## config.mk

```make
export PLATFORM = sky130hd
export DESIGN_NAME = encoder_display_top
export DESIGN_NICKNAME = d
export VERILOG_FILES = /design/src/design/display_pkg.sv /design/src/design/encoder_pkg.sv /design/src/design/encoder_display_top.sv /design/src/design/display_scanner.sv /design/src/design/detent_counter.sv /design/src/design/quadrature_decoder.sv /design/src/design/input_debounce.sv
export SDC_FILE = /design/constraint.sdc
export NUM_CORES = 1
export LEC_CHECK = 0
export BUFFER_PORTS_ARGS = -buffer_cell sky130_fd_sc_hd__buf_2
export CAP_MARGIN = 5
export CORE_MARGIN = 2
export CORE_UTILIZATION = 38
export DETAILED_ROUTE_END_ITERATION = 16
export GPL_TIMING_DRIVEN = 0
export HOLD_SLACK_MARGIN = 0.02
export PLACE_DENSITY = 0.57
export SETUP_SLACK_MARGIN = 0.05
export SLEW_MARGIN = 20
export SYNTH_ARGS = -nofsm -noshare
export SYNTH_HDL_FRONTEND = slang
export SYNTH_SLANG_ARGS = --single-unit
```

## constraint.sdc

```tcl
create_clock -name clk_cyc -period 7.25 [get_ports clk_cyc]
set_input_delay 0 -clock clk_cyc [delete_from_list [all_inputs] [get_ports clk_cyc]]
set_output_delay 0 -clock clk_cyc [all_outputs]
set_load 0.02 [all_outputs]
```

## src/design/display_pkg.sv

```systemverilog
// Display side types and constants
//  bcd_digit_t     one decimal digit
//  seg_pattern_t   seven segment pattern, A in the top bit
//  display_out_t   segment lines plus digit enables
//  SEG_BLANK       all segments dark

package display_pkg;

   // ------------------------------
   // Digit value
   // ------------------------------
   // Only 0 to 9 are legal
   typedef logic [3:0] bcd_digit_t;

   // ------------------------------
   // Segment pattern
   // ------------------------------
   // Segment layout
   //     AAA
   //    F   B
   //     GGG
   //    E   C
   //     DDD
   // Bit 6 is A down to bit 0 is G
   // Common cathode, 1 lights a segment
   typedef logic [6:0] seg_pattern_t;

   // ------------------------------
   // Scan output
   // ------------------------------
   // digit_n is active low
   // Bit 1 drives the tens cathode, bit 0 the ones cathode
   // Segments always belong to the digit pulled low
   typedef struct packed {
      seg_pattern_t segments;
      logic [1:0]   digit_n;
   } display_out_t;

   // ------------------------------
   // Constants
   // ------------------------------
   // Nothing lit
   localparam seg_pattern_t SEG_BLANK = 7'b000_0000;

endpackage

```

## src/design/encoder_pkg.sv

```systemverilog
// Encoder side types and constants
//  quad_pins_t         one sample of the A/B quadrature lines
//  step_t              one accepted detent step
//  count_t             value handed to the display
//  FILTER_DEPTH        debounce window length
//  DETENT_TRANSITIONS  transitions per mechanical detent
//  COUNT_MAX           upper limit of the count

package encoder_pkg;

   // ------------------------------
   // Quadrature sample
   // ------------------------------
   // A leads B when turned clockwise
   // Raw pins active low, clean pins active high
   typedef struct packed {
      logic a;
      logic b;
   } quad_pins_t;

   // ------------------------------
   // Detent step
   // ------------------------------
   // Single cycle pulse on valid
   // up only meaningful while valid is high
   typedef struct packed {
      logic valid;
      logic up;
   } step_t;

   // Shown value, 0 to COUNT_MAX
   typedef logic [7:0] count_t;

   // ------------------------------
   // Constants
   // ------------------------------
   // Equal synchronized samples needed before a clean line moves
   localparam int FILTER_DEPTH = 3;

   // 4x decoding, four edges per click
   localparam int DETENT_TRANSITIONS = 4;

   // Saturation limit, two decimal digits
   localparam count_t COUNT_MAX = 8'd99;

endpackage
```

## src/design/encoder_display_top.sv

```systemverilog
// Rotary encoder to two digit display
//  encoder_display_top   debounce -> decoder -> counter -> scanner

module encoder_display_top (
   input  logic                      clk_cyc,
   input  logic                      rst,
   input  encoder_pkg::quad_pins_t   enc_raw,
   output display_pkg::display_out_t disp
);

   // Between the stages
   encoder_pkg::quad_pins_t enc_clean;
   encoder_pkg::step_t      step;
   encoder_pkg::count_t     value;

   // Raw active low pins in, clean active high lines out
   input_debounce u_debounce (
      .clk_cyc   (clk_cyc),
      .rst       (rst),
      .enc_raw   (enc_raw),
      .enc_clean (enc_clean)
   );

   // One step per full click
   quadrature_decoder u_decoder (
      .clk_cyc   (clk_cyc),
      .rst       (rst),
      .enc_clean (enc_clean),
      .step      (step)
   );

   // 0 .. 99 clamped count
   detent_counter u_counter (
      .clk_cyc (clk_cyc),
      .rst     (rst),
      .step    (step),
      .value   (value)
   );

   // Multiplexed two digit output
   display_scanner u_scanner (
      .clk_cyc (clk_cyc),
      .rst     (rst),
      .value   (value),
      .disp    (disp)
   );

endmodule

```

## src/design/display_scanner.sv

```systemverilog
// Two digit display driver
//  display_scanner   binary to BCD split, alternating digit scan,
//                    seven segment decode into registered outputs

module display_scanner (
   input  logic                      clk_cyc,
   input  logic                      rst,
   input  encoder_pkg::count_t       value,
   output display_pkg::display_out_t disp
);

   // Decimal digits of value
   display_pkg::bcd_digit_t tens;
   display_pkg::bcd_digit_t ones;

   // Digit routed to the segment decoder this cycle
   display_pkg::bcd_digit_t shown;

   // High while the tens digit is lit next
   logic scan_tens;

   // ------------------------------
   // Segment table
   // ------------------------------
   // Common cathode, bits A B C D E F G
   function automatic display_pkg::seg_pattern_t seg_decode(
      input display_pkg::bcd_digit_t digit
   );
      case (digit)
         4'd0:    seg_decode = 7'b111_1110;
         4'd1:    seg_decode = 7'b011_0000;
         4'd2:    seg_decode = 7'b110_1101;
         4'd3:    seg_decode = 7'b111_1001;
         4'd4:    seg_decode = 7'b011_0011;
         4'd5:    seg_decode = 7'b101_1011;
         4'd6:    seg_decode = 7'b101_1111;
         4'd7:    seg_decode = 7'b111_0000;
         4'd8:    seg_decode = 7'b111_1111;
         4'd9:    seg_decode = 7'b111_1011;
         default: seg_decode = display_pkg::SEG_BLANK;
      endcase
   endfunction

   // ------------------------------
   // Binary to BCD
   // ------------------------------
   // Nine conditional subtractions of ten cover 0 .. 99
   always_comb begin
      encoder_pkg::count_t rem;
      rem  = value;
      tens = '0;
      for (int i = 0; i < 9; i++) begin
         if (rem >= 8'd10) begin
            rem  = rem - 8'd10;
            tens = tens + 4'd1;
         end
      end
      ones = rem[3:0];
   end

   assign shown = scan_tens ? tens : ones;

   // ------------------------------
   // Scan and output registers
   // ------------------------------
   // Both cathodes off during reset, then tens first
   // Segments and cathode select load together
   always_ff @(posedge clk_cyc) begin
      if (rst) begin
         scan_tens     <= 1'b1;
         disp.segments <= display_pkg::SEG_BLANK;
         disp.digit_n  <= 2'b11;
      end else begin
         scan_tens     <= ~scan_tens;
         disp.segments <= seg_decode(shown);
         disp.digit_n  <= scan_tens ? 2'b01 : 2'b10;
      end
   end

   // ------------------------------
   // Checks
   // ------------------------------
   // Never two cathodes at once once scanning has begun
   a_one_digit : assert property (
      @(posedge clk_cyc) disable iff (rst)
      !$past(rst) |-> $onehot(~disp.digit_n)
   );

endmodule

```

## src/design/detent_counter.sv

```systemverilog
// Detent counting
//  detent_counter   up/down counter driven by decoder steps,
//                   clamped to 0 .. COUNT_MAX

module detent_counter (
   input  logic                clk_cyc,
   input  logic                rst,
   input  encoder_pkg::step_t  step,
   output encoder_pkg::count_t value
);

   encoder_pkg::count_t value_next;

   logic at_top;
   logic at_bottom;

   // ------------------------------
   // Limits
   // ------------------------------
   assign at_top    = (value >= encoder_pkg::COUNT_MAX);
   assign at_bottom = (value == '0);

   // ------------------------------
   // Next value
   // ------------------------------
   // Hold unless a step arrives
   // Clockwise adds, counter clockwise subtracts
   // Stops dead at either end, no wrap
   always_comb begin
      value_next = value;
      if (step.valid) begin
         if (step.up) begin
            if (!at_top)
               value_next = value + 8'd1;
         end else begin
            if (!at_bottom)
               value_next = value - 8'd1;
         end
      end
   end

   // ------------------------------
   // Count register
   // ------------------------------
   // New value one cycle after the step pulse
   always_ff @(posedge clk_cyc) begin
      if (rst)
         value <= '0;
      else
         value <= value_next;
   end

   // ------------------------------
   // Checks
   // ------------------------------
   // Display converter only covers two digits
   a_value_range : assert property (
      @(posedge clk_cyc) disable iff (rst)
      value <= encoder_pkg::COUNT_MAX
   );

endmodule

```

## src/design/quadrature_decoder.sv

```systemverilog
// Quadrature decoding
//  quadrature_decoder   4x transition classifier with a signed
//                       accumulator, one step per full detent

module quadrature_decoder (
   input  logic                    clk_cyc,
   input  logic                    rst,
   input  encoder_pkg::quad_pins_t enc_clean,
   output encoder_pkg::step_t      step
);

   // State seen on the previous cycle
   encoder_pkg::quad_pins_t prev;

   // Signed count of transitions since the last rest
   logic signed [3:0] acc;
   logic signed [3:0] acc_next;

   logic changed;
   logic legal;
   logic forward;
   logic at_rest;
   logic in_range;
   logic full_turn;

   // ------------------------------
   // Transition classification
   // ------------------------------
   // Forward sequence, a then b: 00 -> 10 -> 11 -> 01 -> 00
   // Forward whenever the new b equals the old a
   always_comb begin
      changed   = (enc_clean != prev);
      legal     = (enc_clean.a ^ prev.a) ^ (enc_clean.b ^ prev.b);
      forward   = ~(prev.a ^ enc_clean.b);
      at_rest   = ~enc_clean.a & ~enc_clean.b;
      acc_next  = forward ? acc + 4'sd1 : acc - 4'sd1;
      in_range  = (acc_next <= encoder_pkg::DETENT_TRANSITIONS) &&
                  (acc_next >= -encoder_pkg::DETENT_TRANSITIONS);
      // Four edges the same way and back at rest
      full_turn = at_rest && legal &&
                  ((acc_next == encoder_pkg::DETENT_TRANSITIONS) ||
                   (acc_next == -encoder_pkg::DETENT_TRANSITIONS));
   end

   // ------------------------------
   // Accumulator and step pulse
   // ------------------------------
   always_ff @(posedge clk_cyc) begin
      if (rst) begin
         prev <= '0;
         acc  <= '0;
         step <= '0;
      end else begin
         prev       <= enc_clean;
         step.valid <= 1'b0;
         if (changed && at_rest) begin
            // Any arrival at rest starts a fresh detent
            acc <= '0;
            if (full_turn) begin
               step.valid <= 1'b1;
               step.up    <= (acc_next > 0);
            end
         end else if (legal && in_range) begin
            acc <= acc_next;
         end
         // Double jumps fall through untouched
      end
   end

   // ------------------------------
   // Checks
   // ------------------------------
   // Steps are isolated pulses for the counter
   a_step_single : assert property (
      @(posedge clk_cyc) disable iff (rst)
      step.valid |=> !step.valid
   );

endmodule

```

## src/design/input_debounce.sv

```systemverilog
// Input conditioning for the quadrature lines
//  input_debounce   two flop synchronizer, polarity inversion and
//                   FILTER_DEPTH sample filter on each line

module input_debounce (
   input  logic                    clk_cyc,
   input  logic                    rst,
   input  encoder_pkg::quad_pins_t enc_raw,
   output encoder_pkg::quad_pins_t enc_clean
);

   // Synchronizer stages, already in positive logic
   encoder_pkg::quad_pins_t sync_1;
   encoder_pkg::quad_pins_t sync_2;

   // Older synchronized samples, newest in bit 0
   logic [encoder_pkg::FILTER_DEPTH-2:0] hist_a;
   logic [encoder_pkg::FILTER_DEPTH-2:0] hist_b;

   // Whole window, history plus current sample
   logic [encoder_pkg::FILTER_DEPTH-1:0] win_a;
   logic [encoder_pkg::FILTER_DEPTH-1:0] win_b;

   // ------------------------------
   // Synchronizer
   // ------------------------------
   // Pins idle high, so rest reads as zero after the flip
   always_ff @(posedge clk_cyc) begin
      if (rst) begin
         sync_1 <= '0;
         sync_2 <= '0;
      end else begin
         sync_1.a <= ~enc_raw.a;
         sync_1.b <= ~enc_raw.b;
         sync_2   <= sync_1;
      end
   end

   assign win_a = {hist_a, sync_2.a};
   assign win_b = {hist_b, sync_2.b};

   // ------------------------------
   // Sample filter
   // ------------------------------
   // Clean line moves only when the whole window agrees
   // Shorter bounces leave it where it was
   always_ff @(posedge clk_cyc) begin
      if (rst) begin
         hist_a    <= '0;
         hist_b    <= '0;
         enc_clean <= '0;
      end else begin
         hist_a <= win_a[encoder_pkg::FILTER_DEPTH-2:0];
         hist_b <= win_b[encoder_pkg::FILTER_DEPTH-2:0];
         if (&win_a)
            enc_clean.a <= 1'b1;
         else if (~|win_a)
            enc_clean.a <= 1'b0;
         if (&win_b)
            enc_clean.b <= 1'b1;
         else if (~|win_b)
            enc_clean.b <= 1'b0;
      end
   end

endmodule

```

## Yosys cells after proc, flatten, opt, wreduce, memory -nomap -nowiden

Memories as Yosys holds them, arrays and structs flattened. A register that Yosys moved wholly into a read port is not among the register bits.
Cells that the tools add are included.

| cells by class | value |
|---|---|
| bitwise logic cells | 11 |
| add/subtract/negate cells | 21 |
| magnitude comparators | 13 |
| equality and inequality tests | 7 |
| reductions and logical operators | 15 |
| multiplexer cells | 29 |

Operators with widths:

| cell | number |
|---|---|
| two-way mux 8 bit | 11 |
| >= comparator 8 x 4 -> 1 bit (second input constant) | 9 |
| subtractor 8 x 4 -> 8 bit (second input constant) | 8 |
| two-way mux 4 bit | 11 |
| adder 4 x 1 -> 4 bit (second input constant) | 7 |
| AND reduction 3 bit | 3 |
| adder 8 x 1 -> 8 bit (second input constant) | 1 |
| >= comparator 8 x 7 -> 1 bit (second input constant) | 1 |
| zero test 8 bit | 1 |
| subtractor 8 x 1 -> 8 bit (second input constant) | 1 |
| inverter 1 bit | 6 |
| OR reduction 3 bit | 2 |
| logical AND 1 bit | 5 |
| two-way mux 1 bit | 5 |
| adder 4 x 2 -> 4 bit (second input constant) | 1 |
| == test 4 x 3 -> 1 bit (second input constant) | 1 |
| == test 4 bit (second input constant) | 1 |
| >= comparator 4 x 3 -> 1 bit (second input constant) | 1 |
| > comparator 4 x 1 -> 1 bit (second input constant) | 1 |
| less-or-equal comparator 4 bit (second input constant) | 1 |
| two-way mux 2 bit | 2 |
| != test 2 x 1 -> 1 bit (second input constant) | 2 |
| != test 2 bit (second input constant) | 2 |
| OR reduction 2 bit | 2 |
| 8 further kinds | 11 |

| word-level totals | value |
|---|---|
| input port bits | 4 |
| memories | 1 |
| flip-flop bits (word level) | 29 |
| memory bits (read-only) | 112 |
| logic and storage cells | 113 |
| output and inout bits | 9 |

Memories:

| memory | words | bits a word | rd ports | clocked after memory_dff | write ports | line | source |
|---|---|---|---|---|---|---|---|
| (no name shown) | 16 | 7 | 1 | 1 | 0 | display_scanner.sv:29 | `case (digit)` |

## Depth between registers and ports, before layout

Gate-level depths: netlist of the first run.

| depth | value |
|---|---|
| depth in word-level cells | 19 |
| gate-level depth with buffers | 34 |
| gate-level depth less buffers | 30 |

## Hierarchy

A second synthesis of the first run with hierarchy kept.

| unflattened totals | value |
|---|---|
| cell total of the unflattened synthesis | 624 |
| area total of the unflattened synthesis | 5039.8 µm² |

By module, submodules not included:

| module | cells an instance | sequential area each (µm²) | times used | area each (µm²) |
|---|---|---|---|---|
| display_scanner | 453 | 180.2 | 1 | 3434.5 |
| detent_counter | 83 | 160.2 | 1 | 726.9 |
| quadrature_decoder | 63 | 160.2 | 1 | 554.3 |
| input_debounce | 25 | 200.2 | 1 | 324.1 |

## Worst setup path after synthesis of the first run

OpenSTA, ideal clock, no wires.

| timing path | value |
|---|---|
| path kind | flip-flop to flip-flop |
| start | register u_counter.value[1] |
| end | register u_scanner.disp[3] (netlist name) |
| arrival | 6514 ps |
| period minus slack after synthesis | 6631 ps |
| data required time | 7133 ps |
| path slack | 619 ps |
| buffers on the path | 3 |
| library setup time | 117 ps |
| cell stages (with the launch flop) | 34 |
| path through | dfxtp_1 > buf_2 > inv_1 > ha_1 > nor2b_1 > o31ai_1 > o21a_1 > buf_4 > nand3_2 > buf_6 > nor2_1 > nand2_1 > ha_1 > xor2_1 > inv_1 > ha_1 > mux2_2 > ha_1 > mux2_2 > ha_1 > mux2i_2 > inv_1 > ha_1 > nor2_1 > a21oi_1 > ha_1 > mux2_2 > ha_1 > mux2i_1 > mux2i_4 > inv_1 > ha_1 > mux2_2 > o2bb2ai_1 |

| on the way | value |
|---|---|
| word-level cells in the longest chain between the ends | 19 |
| elaborated cells between the ends (all ways) | 45 |
| those cells by class | add/sub (17); order compare (9); mux (19) |

Ends and longest elaborated chain:

| what | line | source |
|---|---|---|
| start: declaration | detent_counter.sv:9 | `output encoder_pkg::count_t value` |
| start signal: assignment | detent_counter.sv:50 | `value <= value_next;` |
| start signal: assignment | detent_counter.sv:59 | `value <= encoder_pkg::COUNT_MAX` |
| subtractor 8 x 4 -> 8 bit / >= comparator 8 x 4 -> 1 bit (equally long branches) | display_scanner.sv:54, display_scanner.sv:53 |  |
| two-way mux 8 bit / two-way mux 1 bit (equally long branches) | display_scanner.sv:53 | `if (rem >= 8'd10) begin` |
| subtractor 8 x 4 -> 8 bit (tied with other cells) | display_scanner.sv:54 | `rem = rem - 8'd10;` |
| two-way mux 8 bit / two-way mux 4 bit (equally long branches) | display_scanner.sv:53 |  |
| subtractor 8 x 4 -> 8 bit (tied with other cells) | display_scanner.sv:54 |  |
| two-way mux 8 bit / two-way mux 4 bit (equally long branches) | display_scanner.sv:53 |  |
| subtractor 8 x 4 -> 8 bit (tied with other cells) | display_scanner.sv:54 |  |
| two-way mux 8 bit / two-way mux 4 bit (equally long branches) | display_scanner.sv:53 |  |
| (+3 left out) | n/a |  |
| two-way mux 8 bit / two-way mux 4 bit (equally long branches) | display_scanner.sv:53 |  |
| subtractor 8 x 4 -> 8 bit (tied with other cells) | display_scanner.sv:54 |  |
| two-way mux 8 bit / two-way mux 4 bit (equally long branches) | display_scanner.sv:53 |  |
| subtractor 8 x 4 -> 8 bit (tied with other cells) | display_scanner.sv:54 |  |
| two-way mux 8 bit / two-way mux 4 bit (equally long branches) | display_scanner.sv:53 |  |
| >= comparator 8 x 4 -> 1 bit (tied with other cells) | display_scanner.sv:53 |  |
| two-way mux 4 bit | display_scanner.sv:53 |  |
| two-way mux 4 bit (*) | display_scanner.sv:61 | `assign shown = scan_tens ? tens : ones;` |

Mark *: on every way between the ends. The rest lies on a longest branch, timed or not.
A chain may end at the register's enable or synchronous reset.

## Worst setup path in the final report of the first run

| timing path | value |
|---|---|
| start | register u_counter.value[1] |
| end | register u_scanner.disp[6] (netlist name) |

| on the way | value |
|---|---|
| word-level cells in the longest chain between the ends | 19 |
| elaborated cells between the ends (all ways) | 45 |
| those cells by class | add/sub (17); order compare (9); mux (19) |

Ends and longest elaborated chain:

| what | line |
|---|---|
| subtractor 8 x 4 -> 8 bit / >= comparator 8 x 4 -> 1 bit (equally long branches) | display_scanner.sv:54, display_scanner.sv:53 |
| two-way mux 8 bit / two-way mux 1 bit (equally long branches) | display_scanner.sv:53 |
| subtractor 8 x 4 -> 8 bit (tied with other cells) | display_scanner.sv:54 |
| two-way mux 8 bit / two-way mux 4 bit (equally long branches) | display_scanner.sv:53 |
| subtractor 8 x 4 -> 8 bit (tied with other cells) | display_scanner.sv:54 |
| two-way mux 8 bit / two-way mux 4 bit (equally long branches) | display_scanner.sv:53 |
| subtractor 8 x 4 -> 8 bit (tied with other cells) | display_scanner.sv:54 |
| two-way mux 8 bit / two-way mux 4 bit (equally long branches) | display_scanner.sv:53 |
| (+3 left out) | n/a |
| two-way mux 8 bit / two-way mux 4 bit (equally long branches) | display_scanner.sv:53 |
| subtractor 8 x 4 -> 8 bit (tied with other cells) | display_scanner.sv:54 |
| two-way mux 8 bit / two-way mux 4 bit (equally long branches) | display_scanner.sv:53 |
| subtractor 8 x 4 -> 8 bit (tied with other cells) | display_scanner.sv:54 |
| two-way mux 8 bit / two-way mux 4 bit (equally long branches) | display_scanner.sv:53 |
| >= comparator 8 x 4 -> 1 bit (tied with other cells) | display_scanner.sv:53 |
| two-way mux 4 bit | display_scanner.sv:53 |
| two-way mux 4 bit (*) | display_scanner.sv:61 |

Marks and branches as above.

==> results by group, run 1 <==
Outcome
  • Status: complete, no violations

Timing
  • Slew at the pin closest to its max-slew limit: roughly 0.71 ns
  • Setup TNS: 0 ns
  • WHS: between 0.06 and 0.07 ns
  • Final Slew Violations: 0
  • Finish-stage setup viols: 0
  • Setup Skew: between 0.005 and 0.006 ns
  • Slew Limit Headroom: 0.519
  • Max Clock Freq: ~150 MHz
  • Final Hold Viols: 0
  • RSZ-0062 raised after global routing: no
  • Final worst-path cycle share: 0.949
  • Final Critical Period: 6.88 ns

Drt
  • Wirelength per Cell: ~15 µm
  • Final WL: 10,800 µm
  • DRC: 0
  • Antenna viol nets, final: 0
  • Post-DR vias/cell: approximately 5.8
  • Vias: 4,007
  • Drt first pass iters: 5
  • Iteration-0 DRC count of the detailed router: ~260

Synth
  • Post-synth EDFFs: 0
  • Multiplexer share of the synthesized area: 0.0425
  • Mean Syn Cell Area: around 8 µm²
  • Synth Register Bits: 35
  • Post-synthesis adder-cell area fraction: 0.0942
  • Async S/R FF share, synth: 0
  • Post-synthesis simple-gate area fraction: 0.236
  • Library cells used by synthesis: 91
  • Cells after synthesis: around 530
  • Top FF cell, synth: dfxtp_1
  • Complex-gate fraction of the synthesized area: 0.329
  • Xor and xnor area share after synthesis: 0.0845
  • Syn Nets: around 560
  • Register area share after synthesis: 0.164
  • Synth Warn #: 0
  • Synthesized cell area: about 4300 µm²
  • Largest family of logic cells by synthesized area: compound AO/OA/AOI/OAI gates

Setup path
  • Crit path max fanout: 10
  • Kind of critical path: reg2reg
  • R2r setup slk: ~0.37 ns
  • Worst Reg-to-Reg Cells: 31
  • Slowest stage delay, CP: around 0.46 ns
  • Worst Setup End Kind: flop
  • CP most frequent cell: ha_1
  • Setup crit start kind: flop
  • Reg2reg end: u_scanner.disp[6]
  • Slowest cell on the critical path: dfxtp_1
  • Worst r2r src: u_counter.value[1]
  • Worst Path Arrival: just over 7 ns
  • Worst path required time: ~7.5 ns

Worst hold path
  • Hold Path Cell Cnt: 3
  • Hold endpoint: u_scanner.disp[5]
  • Worst hold path class: in2reg
  • Worst hold path startpoint: rst

Global route
  • GR peak layer: met2
  • Met2 Usage GRT: 0.299
  • First-pass GRT wire length: about 18,000 µm
  • Initial antenna violation count: 0
  • Overflow after GRT: 0
  • Vias in the first global route: between 3,000 and 4,000
  • GR Layer Usage met3: 0.0190
  • Met1 Track Usage GR: 0.250
  • Pin count of the biggest net entering global routing: 12
  • Global Route Usage Sum: 0.184

Final layout
  • Core Util, Final: 0.446
  • Filler Cell Count: between 1,000 and 1,500
  • Post-route design area: 4860 µm²
  • # diodes: 0
  • Fraction of layout cells with a size suffix above 1: 0.216
  • Commonest non-fill, non-tap cell in the layout: nor2_1
  • Nets: 589
  • P&R area growth vs syn: 13.9%
  • Most frequent cells in the layout: 56 x nor2_1, 45 x nand2_1, 38 x a21oi_1, 35 x dfxtp_1, 26 x ha_1

Clock tree
  • Num CTS Buffers: 5
  • CTS Root Cell: clkbuf_8
  • Clk sink count: 35
  • Reg clk slew, reported paths: 0.07 ns
  • Clk_lat worst skew: 0.29 ns
  • CTS tree: yes
  • CTS H-tree lvls: 2
  • CTS Buffer Depth: 2

Pwr
  • P_int: about 340 µW
  • Flop pwr share: 0.466
  • Leakage: between 2 and 2.5 nW
  • Sw frac: 0.196
  • Power Density: a little under 90 nW/µm²
  • Sw Pwr: just over 80 µW
  • Gate power share: 0.043
  • Clock share of power: 0.491
  • Maximum VDD drop: between 0.0002 and 0.00025 V

Place
  • Placed cell area: 4500 µm²
  • DP HPWL: 8130 µm
  • Routability cong.: a little under 0.9
  • Input/output buffers: 12

Floorplan
  • CORE AREA: around 11,000 µm²
  • I/O pin cnt: 13
  • Die height: roughly 110 µm
  • Die area: between 10,000 and 15,000 µm²
  • FP Rows: 38
  • Die W: 110 µm
  • Starting density of the core: 0.392

Flow run
  • Number of max-cap violations: 0
==> worst max-delay path by stage <==
stage	startpoint	endpoint	slack (ns)	cells after the start
2_1_floorplan	u_counter.value[1]	u_scanner.disp[3]	0.62	33
3_5_place_dp	u_counter.value[2]	u_scanner.disp[3]	-0.34	30
5_1_grt	u_counter.value[1]	u_scanner.disp[4]	0.05	32
6_report	u_counter.value[1]	u_scanner.disp[6]	0.37	31
4_1_cts	u_counter.value[1]	u_scanner.disp[4]	0.09	33
3_3_place_gp	u_counter.value[2]	u_scanner.disp[3]	-0.17	30
==> kinds of logic (layout without fill, tap and decap cells) <==
kind of cell / count (synthesis) / after routing
AND/OR/NAND/NOR: 192 / 192
XOR/XNOR: 37 / 37
multiplexers: 16 / 16
buffers and inverters: 42 / 71
adder cells (fa/ha/maj): 31 / 31
flip-flops: 35 / 35
AO/OA/AOI/OAI: 174 / 174
==> power by group through the flow <==
stage	Combinational [mW]	Clock [mW]	Sequential (mW)
4_1_cts	0.0183	0.214	0.197
3_3_place_gp	0.0174	0	0.202
6_report	0.0183	0.208	0.197
3_5_place_dp	0.0174	0	0.202
5_1_grt	0.0199	0.218	0.198
2_1_floorplan	0.00875	0	0.204
==> per-stage QoR <==
stage	power [mW]	std cells	setup slack, ns
2_1_floorplan	0.213	527	0.619
3_3_place_gp	0.219	679	-0.174
3_5_place_dp	0.219	679	-0.342
4_1_cts	0.429	691	0.0856
5_1_grt	0.436	696	0.0500
6_report	0.424	696	0.372
==> cells in the mapped netlist (7+ instances only) <==
cell | instances | area (µm²)
inv_1 | 18 | 67.6
nand2b_1 | 8 | 50.1
nand2_1 | 46 | 173
a21oi_1 | 42 | 210
nand3_1 | 10 | 50.1
and2_1 | 8 | 50.1
a211oi_1 | 8 | 60.1
xor2_1 | 13 | 114
buf_2 | 7 | 35.0
nand4_1 | 9 | 56.3
mux2i_1 | 10 | 100
ha_1 | 28 | 350
o21ai_0 | 18 | 90.1
nor3_1 | 10 | 50.1
a21o_1 | 13 | 97.6
clkbuf_1 | 7 | 26.3
nor2_1 | 57 | 214
o211ai_1 | 8 | 60.1
nor2b_1 | 10 | 62.6
xnor2_1 | 20 | 175
dfxtp_1 | 35 | 701
==> repair_timing <==
action / 4_1_cts / 5_1_grt
buffers inserted: 2 / 5
gates resized for setup: 6 / 30
hold buffers: 2 / 0
hold endpoints to repair: 2 / 0
pin swaps: 0 / 5
endpoints found under the setup margin: 7 / 7
==> critical path, delay by kind of cell (launching register included) <==
family          cells  cell delay [ns]
fa+ha+maj           6             1.69
mux                 6             1.45
compound gates      7             1.11
buf+inv             7             1.08
simple gates        5             1.01
flops               1             0.46
==> final cells by class <==
cell class | instances | area (µm²) | area share
inverter | 18 | 67.6 | 0.0139
clock buffer | 6 | 72.6 | 0.0149
tap | 140 | 175 | 0.0361
multi-input combinational | 450 | 3490 | 0.719
sequential | 35 | 701 | 0.144
timing repair buffer | 21 | 133 | 0.0273
buffer | 24 | 158 | 0.0324
clock inverter | 2 | 60.1 | 0.0124
==> state kept, by name (all words and copies together) (netlist names) <==
register and flops:
u_decoder.step 2, u_decoder.prev 2, u_debounce.hist_b 2, u_decoder.acc 4
u_scanner.scan_tens 1, u_debounce.sync_2 2, u_counter.value 8, u_debounce.enc_clean 2
u_debounce.sync_1 2, u_scanner.disp 8, u_debounce.hist_a 2
==> layer usage <==
layer  wire length (µm)  share of wire  vias up
li1                   -              -     2016
met1               5310           0.49     1895
met2               4900           0.45       71
met3                300          0.028       25
met4                278          0.026        0
met5                  0              0        -
Note: power is estimated with default switching activity, not from simulation.
==> run 2: changes to the inputs <==
- PLACE_DENSITY: 0.57 -> unset
==> run 2 against run 1 <==
Worst hold slack better by 0.020 ns. Highest routed layer unchanged. Largest cell class unchanged. Fmax down 0.39%. Sequential share of layout area down 0.22 points. Critical path type unchanged. Worst setup slack worse by 0.027 ns. Non-clock buffer count up 10. Final area up 1.8%. Die area unchanged. Register-to-register slack worse by 0.03 ns. Sequential cell count unchanged. Critical path depth down 1.
==> results by group, run 2 (same netlist as run 1, synthesis figures left out) <==
Timing
  • Final Hold Viols: 0 (unchanged)
  • Max Clock Freq: 145 MHz (about the same)
  • Final worst-path cycle share: 0.952 (was 0.949)
  • Finish-stage setup viols: 0 (unchanged)
  • Slew Limit Headroom: 0.533 (was 0.519)
  • Final Slew Violations: 0 (unchanged)
  • Slew at the pin closest to its max-slew limit: 0.694 ns (was 0.715 ns)
  • WHS: 0.0841 ns (was 0.0639 ns)
  • Setup Skew: 0.0106 ns (was 0.00575 ns)
  • Final Critical Period: 6.91 ns (was 6.88 ns)

Pwr
  • P_int: 281 µW (was 341 µW)
  • Flop pwr share: 0.544 (was 0.466)
  • Sw frac: 0.225 (was 0.196)
  • Clock share of power: 0.407 (was 0.491)
  • Power Density: 73.4 nW/µm² (was 87.2 nW/µm²)
  • Leakage: 2.12 nW (was 2.08 nW)
  • Gate power share: 0.049 (was 0.043)
  • PnR Total Power: 363 µW (was 424 µW)
  • Maximum VDD drop: 0.000168 V (was 0.000208 V)
  • Sw Pwr: 81.7 µW (was 82.9 µW)

Final layout
  • Most frequent cells in the layout: 56 x nor2_1, 45 x nand2_1, 37 x a21oi_1, 34 x dfxtp_1, 26 x ha_1 (was 56 x nor2_1, 45 x nand2_1, 38 x a21oi_1, 35 x dfxtp_1, 26 x ha_1)
  • P&R area growth vs syn: 15.9% (was 13.9%)
  • Core Util, Final: 0.454 (was 0.446)
  • Post-route design area: 4940 µm² (was 4860 µm²)
  • Fraction of layout cells with a size suffix above 1: 0.233 (was 0.216)
  • Filler Cell Count: 1,083 (was 1,080)
  • Nets: 599 (was 589)
  • Biggest regs: u_counter.value: 8 flops, u_scanner.disp: 8 flops, u_decoder.acc: 4 flops (unchanged)
  • # diodes: 0 (unchanged)
  • Commonest non-fill, non-tap cell in the layout: nor2_1 (unchanged)

Worst hold path
  • Worst hold path class: in2reg (unchanged)

Drt
  • Drt first pass iters: 4 (was 5)
  • Vias: 4,051 (was 4,007)
  • Iteration-0 DRC count of the detailed router: 199 (was 256)
  • Wirelength per Cell: 15.0 µm (was 15.5 µm)
  • Antenna viol nets, final: 0 (unchanged)
  • Post-DR vias/cell: 5.74 (was 5.76)
  • Final WL: 10,600 µm (was 10,800 µm)
  • DRC: 0 (unchanged)

Clock tree
  • CTS Buffer Depth: 2 (unchanged)
  • CTS H-tree lvls: 2 (unchanged)
  • CTS tree: yes (unchanged)
  • Num CTS Buffers: 5 (unchanged)
  • Clk_lat worst skew: 0.29 ns (about the same)
  • Reg clk slew, reported paths: 0.07 ns (about the same)
  • CTS Root Cell: clkbuf_8 (unchanged)
  • Clk sink count: 35 (unchanged)

Floorplan
  • Die area: 12,100 µm² (unchanged)
  • I/O pin cnt: 13 (unchanged)
  • Die height: 110 µm (unchanged)
  • FP Rows: 38 (unchanged)
  • Die W: 110 µm (unchanged)
  • Starting density of the core: 0.392 (unchanged)
  • CORE AREA: 10,900 µm² (unchanged)

Setup path
  • Worst path required time: 7.46 ns (was 7.47 ns)
  • Slowest cell on the critical path: or4_1 (was dfxtp_1)
  • Slowest stage delay, CP: 0.50 ns (was 0.46 ns)
  • Setup crit start kind: flop (unchanged)
  • Worst Setup End Kind: flop (unchanged)
  • Worst Path Arrival: 7.12 ns (was 7.10 ns)
  • Crit path max fanout: 10 (unchanged)
  • CP most frequent cell: ha_1 (unchanged)
  • Kind of critical path: reg2reg (unchanged)

Place
  • Input/output buffers: 12 (unchanged)
  • Placed cell area: 4500 µm² (unchanged)
  • DP HPWL: 8040 µm (was 8130 µm)
  • Routability cong.: 0.888 (was 0.874)

Outcome
  • Status: complete, no violations (unchanged)

Global route
  • Pin count of the biggest net entering global routing: 12 (unchanged)
  • Overflow after GRT: 0 (unchanged)
  • Global Route Usage Sum: 0.177 (was 0.184)
  • First-pass GRT wire length: 17,500 µm (was 18,000 µm)
  • Initial antenna violation count: 0 (unchanged)
  • Vias in the first global route: 3,701 (was 3,868)

Flow run
  • Number of max-cap violations: 0 (unchanged)
[run 2: cell types whose count changed in the layout (fill, tap and decap cells not counted), sizes merged]
cell | previous run | this run
buf | 34 | 46
bufinv | 2 | 0
clkbuf | 15 | 14
clkinv | 0 | 1
[run 2: power groups by stage]
stage          logic (mW)  clock network [mW]  registers, mW
2_1_floorplan     0.00875                   0          0.204
3_3_place_gp       0.0170                   0          0.202
3_5_place_dp       0.0171                   0          0.202
4_1_cts            0.0180               0.153          0.197
5_1_grt            0.0195               0.161          0.198
6_report           0.0178               0.148          0.197
[run 2: per-layer routing]
layer  routed length [µm]  global-route usage  share of wire
met1                 5140               0.244           0.48
met2                 5200               0.303           0.49
met3                  218              0.0172          0.021
met4                   53              0.0298         0.0050
met5                    0                   0              0
[run 2: layout make-up]
class | instances | area, µm² | share of cell area
clock buffers | 7 | 86.3 | 0.0175
well taps | 140 | 175 | 0.0354
plain buffers | 24 | 163 | 0.0329
flip-flops and latches | 35 | 702 | 0.142
clock inverters | 1 | 8.76 | 0.00177
repair buffers | 31 | 220 | 0.0445
inverters | 18 | 67.6 | 0.0137
multi-input cells | 450 | 3520 | 0.712
[run 2: timing repair]
action                     4_1_cts  5_1_grt
gates resized for setup          9       33
hold buffers                     2        0
pin swaps                        0       12
hold endpoints to repair         2        0
setup buffers                    1       16
setup endpoints to repair        7        7
[run 2: critical path, delay by kind of cell (launching register included)]
family          cells  cell delay, ns
buf+inv             6            0.91
mux                 6            1.45
compound gates      6            0.96
flops               1            0.32
simple gates        6            1.56
fa+ha+maj           6            1.62
[run 2: stage by stage]
| step | std cells | worst slack [ns] | TNS (ns) |
|---|---|---|---|
| after floorplan | 527 | 0.619 | 0 |
| after global placement | 679 | -0.202 | -0.570 |
| after detailed placement | 679 | -0.349 | -1.58 |
| after CTS | 690 | 0.0507 | 0 |
| after global routing | 706 | -0.00695 | -0.00695 |
| final | 706 | 0.345 | 0 |
[run 2: path summary, 6_finish.rpt]
kind                                            from                       to  slack [ns]  cells after the start
worst min-delay path                             rst        u_scanner.disp[2]        0.08                      3
worst max register to register    u_counter.value[6]        u_scanner.disp[3]        0.34                     30
worst max-delay path              u_counter.value[6]        u_scanner.disp[3]        0.34                     30
worst min register to register  u_debounce.hist_b[1]  u_debounce.enc_clean[0]        0.43                      2
==> run 3: changes to the inputs <==
- CAP_MARGIN: 5 -> 20
- CORE_UTILIZATION: 38 -> 30
- clock period: 7.25 -> 7.7 ns (I/O delays scaled with it)
==> run 3 against run 2 <==
Largest power group is now the clock network. Cell count rose by 3.3%. Sequential power fell by 6%. Routed wire length is 0.14% lower. Clock-buffer cell count stayed put. Clock power up 36%. Sequential share of layout area increased by 0.48 points. Highest routed layer unchanged. Non-clock buffer count fell by 17. Critical path type unchanged.
==> results by group, run 3 (same netlist as run 1, synthesis figures left out) <==
Final layout
  • Nets: 582 (was 599)
  • Most frequent cells in the layout: 56 x nor2_1, 46 x nand2_1, 40 x a21oi_1, 35 x dfxtp_1, 27 x ha_1 (was 56 x nor2_1, 45 x nand2_1, 37 x a21oi_1, 34 x dfxtp_1, 26 x ha_1)
  • # diodes: 0 (unchanged)
  • Core Util, Final: 0.344 (was 0.454)
  • Biggest regs: u_counter.value: 8 flops, u_scanner.disp: 8 flops, u_decoder.acc: 4 flops (unchanged)
  • P&R area growth vs syn: 11.9% (was 15.9%)
  • Filler Cell Count: 1,461 (was 1,083)
  • Fraction of layout cells with a size suffix above 1: 0.179 (was 0.233)
  • Non-filler cells, final: 729 (was 706)
  • Commonest non-fill, non-tap cell in the layout: nor2_1 (unchanged)

Timing
  • Setup Skew: 0.00743 ns (was 0.0106 ns)
  • Final Hold Viols: 0 (unchanged)
  • Max Clock Freq: 138 MHz (was 145 MHz)
  • Final Critical Period: 7.25 ns (was 6.91 ns)
  • Finish-stage setup viols: 0 (unchanged)
  • Slew at the pin closest to its max-slew limit: 0.858 ns (was 0.694 ns)
  • Final worst-path cycle share: 0.941 (was 0.952)
  • RSZ-0062 raised after global routing: no
  • Final Slew Violations: 0 (unchanged)
  • Setup TNS: 0 ns (unchanged)
  • Slew Limit Headroom: 0.428 (was 0.533)

Drt
  • DRC: 0 (unchanged)
  • Vias: 4,041 (was 4,051)
  • Drt first pass iters: 5 (was 4)
  • Iteration-0 DRC count of the detailed router: 201 (was 199)
  • Post-DR vias/cell: 5.54 (was 5.74)
  • Antenna viol nets, final: 0 (unchanged)
  • Wirelength per Cell: 14.5 µm (was 15.0 µm)
  • Final WL: 10,600 µm (about the same)

Clock tree
  • Num CTS Buffers: 5 (unchanged)
  • Clk sink count: 35 (unchanged)
  • CTS Buffer Depth: 2 (unchanged)
  • Clk_lat worst skew: 0.28 ns (was 0.29 ns)
  • # Post-CTS Setup Buffers: 0 (was 1)
  • CTS H-tree lvls: 2 (unchanged)
  • Reg clk slew, reported paths: 0.05 ns (was 0.07 ns)
  • CTS Root Cell: clkbuf_16 (was clkbuf_8)
  • CTS tree: yes (unchanged)

Flow run
  • Number of max-cap violations: 0 (unchanged)

Floorplan
  • Die area: 15,200 µm² (was 12,100 µm²)
  • FP Rows: 43 (was 38)
  • Die height: 123 µm (was 110 µm)
  • CORE AREA: 13,900 µm² (was 10,900 µm²)
  • I/O pin cnt: 13 (unchanged)
  • Die W: 123 µm (was 110 µm)
  • Starting density of the core: 0.307 (was 0.392)

Global route
  • Global Route Usage Sum: 0.141 (was 0.177)
  • Pin count of the biggest net entering global routing: 12 (unchanged)
  • Overflow after GRT: 0 (unchanged)
  • Vias in the first global route: 3,812 (was 3,701)
  • Initial antenna violation count: 0 (unchanged)
  • First-pass GRT wire length: 18,100 µm (was 17,500 µm)

Pwr
  • Leakage: 2.07 nW (was 2.12 nW)
  • Maximum VDD drop: 0.000146 V (was 0.000168 V)
  • Power Density: 84.6 nW/µm² (was 73.4 nW/µm²)

Setup path
  • Worst Setup End Kind: flop (unchanged)
  • WP buf/inv: 7 (was 6)
  • Crit path max fanout: 10 (unchanged)
  • Worst path depth: 33 (was 30)
  • Worst Path Arrival: 7.41 ns (was 7.12 ns)
  • Worst path required time: 7.87 ns (was 7.46 ns)
  • Worst Reg-to-Reg Cells: 33 (was 30)
  • CP most frequent cell: ha_1 (unchanged)
  • Setup crit start kind: flop (unchanged)
  • Slowest stage delay, CP: 0.36 ns (was 0.50 ns)
  • Kind of critical path: reg2reg (unchanged)
  • Slowest cell on the critical path: dfxtp_1 (was or4_1)
  • Largest delay share family, worst path: adder cells (unchanged)

Outcome
  • Status: complete, no violations (unchanged)

Place
  • Dpl cells: 719 (was 679)
  • Input/output buffers: 12 (unchanged)
  • Routability cong.: 0.913 (was 0.888)
  • DP HPWL: 8110 µm (was 8040 µm)

Worst hold path
  • Hold Path Cell Cnt: 3 (unchanged)
  • Worst hold path class: in2reg (unchanged)
[run 3: metal layers]
metal,vias to the layer above,wire (µm),GRT usage
met3,13,256,0.0129
met4,0,138,0.0313
li1,2002,-,-
met5,-,0,0
met1,1948,5110,0.192
met2,78,5100,0.241
[run 3: final timing paths]
path / slack [ns] / end / from
min: 0.09 / u_scanner.disp[5] / rst
min reg2reg: 0.44 / u_debounce.enc_clean[0] / u_debounce.hist_b[1]
max: 0.45 / u_scanner.disp[3] / u_counter.value[1]
max reg2reg: 0.45 / u_scanner.disp[3] / u_counter.value[1]
[run 3: layout make-up]
class	count	area (µm²)	share of cell area
Buffer	24	145	0.0304
Clock buffer	7	143	0.0299
Clock inverter	1	8.76	0.00183
Inverter	18	67.6	0.0142
Multi-Input combinational cell	450	3400	0.713
Sequential cell	35	701	0.147
Tap cell	180	225	0.0472
Timing Repair Buffer	14	80.1	0.0168
[run 3: metrics by stage]
step | hold WS, ns | setup slack [ns] | power (mW) | cell area, µm²
final | 0.0911 | 0.455 | 0.404 | 4770
after global routing | 0.0993 | 0.0480 | 0.419 | 4770
after CTS | 0.0834 | 0.0820 | 0.407 | 4720
after detailed placement | 0.157 | 0.104 | 0.206 | 4550
after global placement | 0.157 | 0.276 | 0.206 | 4550
after floorplan | 0.0667 | 1.07 | 0.201 | 4270
[run 3: where the power goes]
part	total [mW]	internal [mW]	switching, mW
sequential	0.186	0.185	0.00116
combinational	0.0166	0.00655	0.0101
clock	0.201	0.129	0.0718
total	0.404	0.321	0.0830
[run 3: tightest hold or removal path, stage by stage]
cell and delay [ns]:
buf_2 0.13, nand2b_1 0.12, o2bb2ai_1 0.07
[run 3: repair_timing]
item | CTS | global route
setup endpoints to repair | 0 | 7
hold endpoints to repair | 2 | 0
hold buffers | 2 | 0
gates resized for setup | 0 | 11
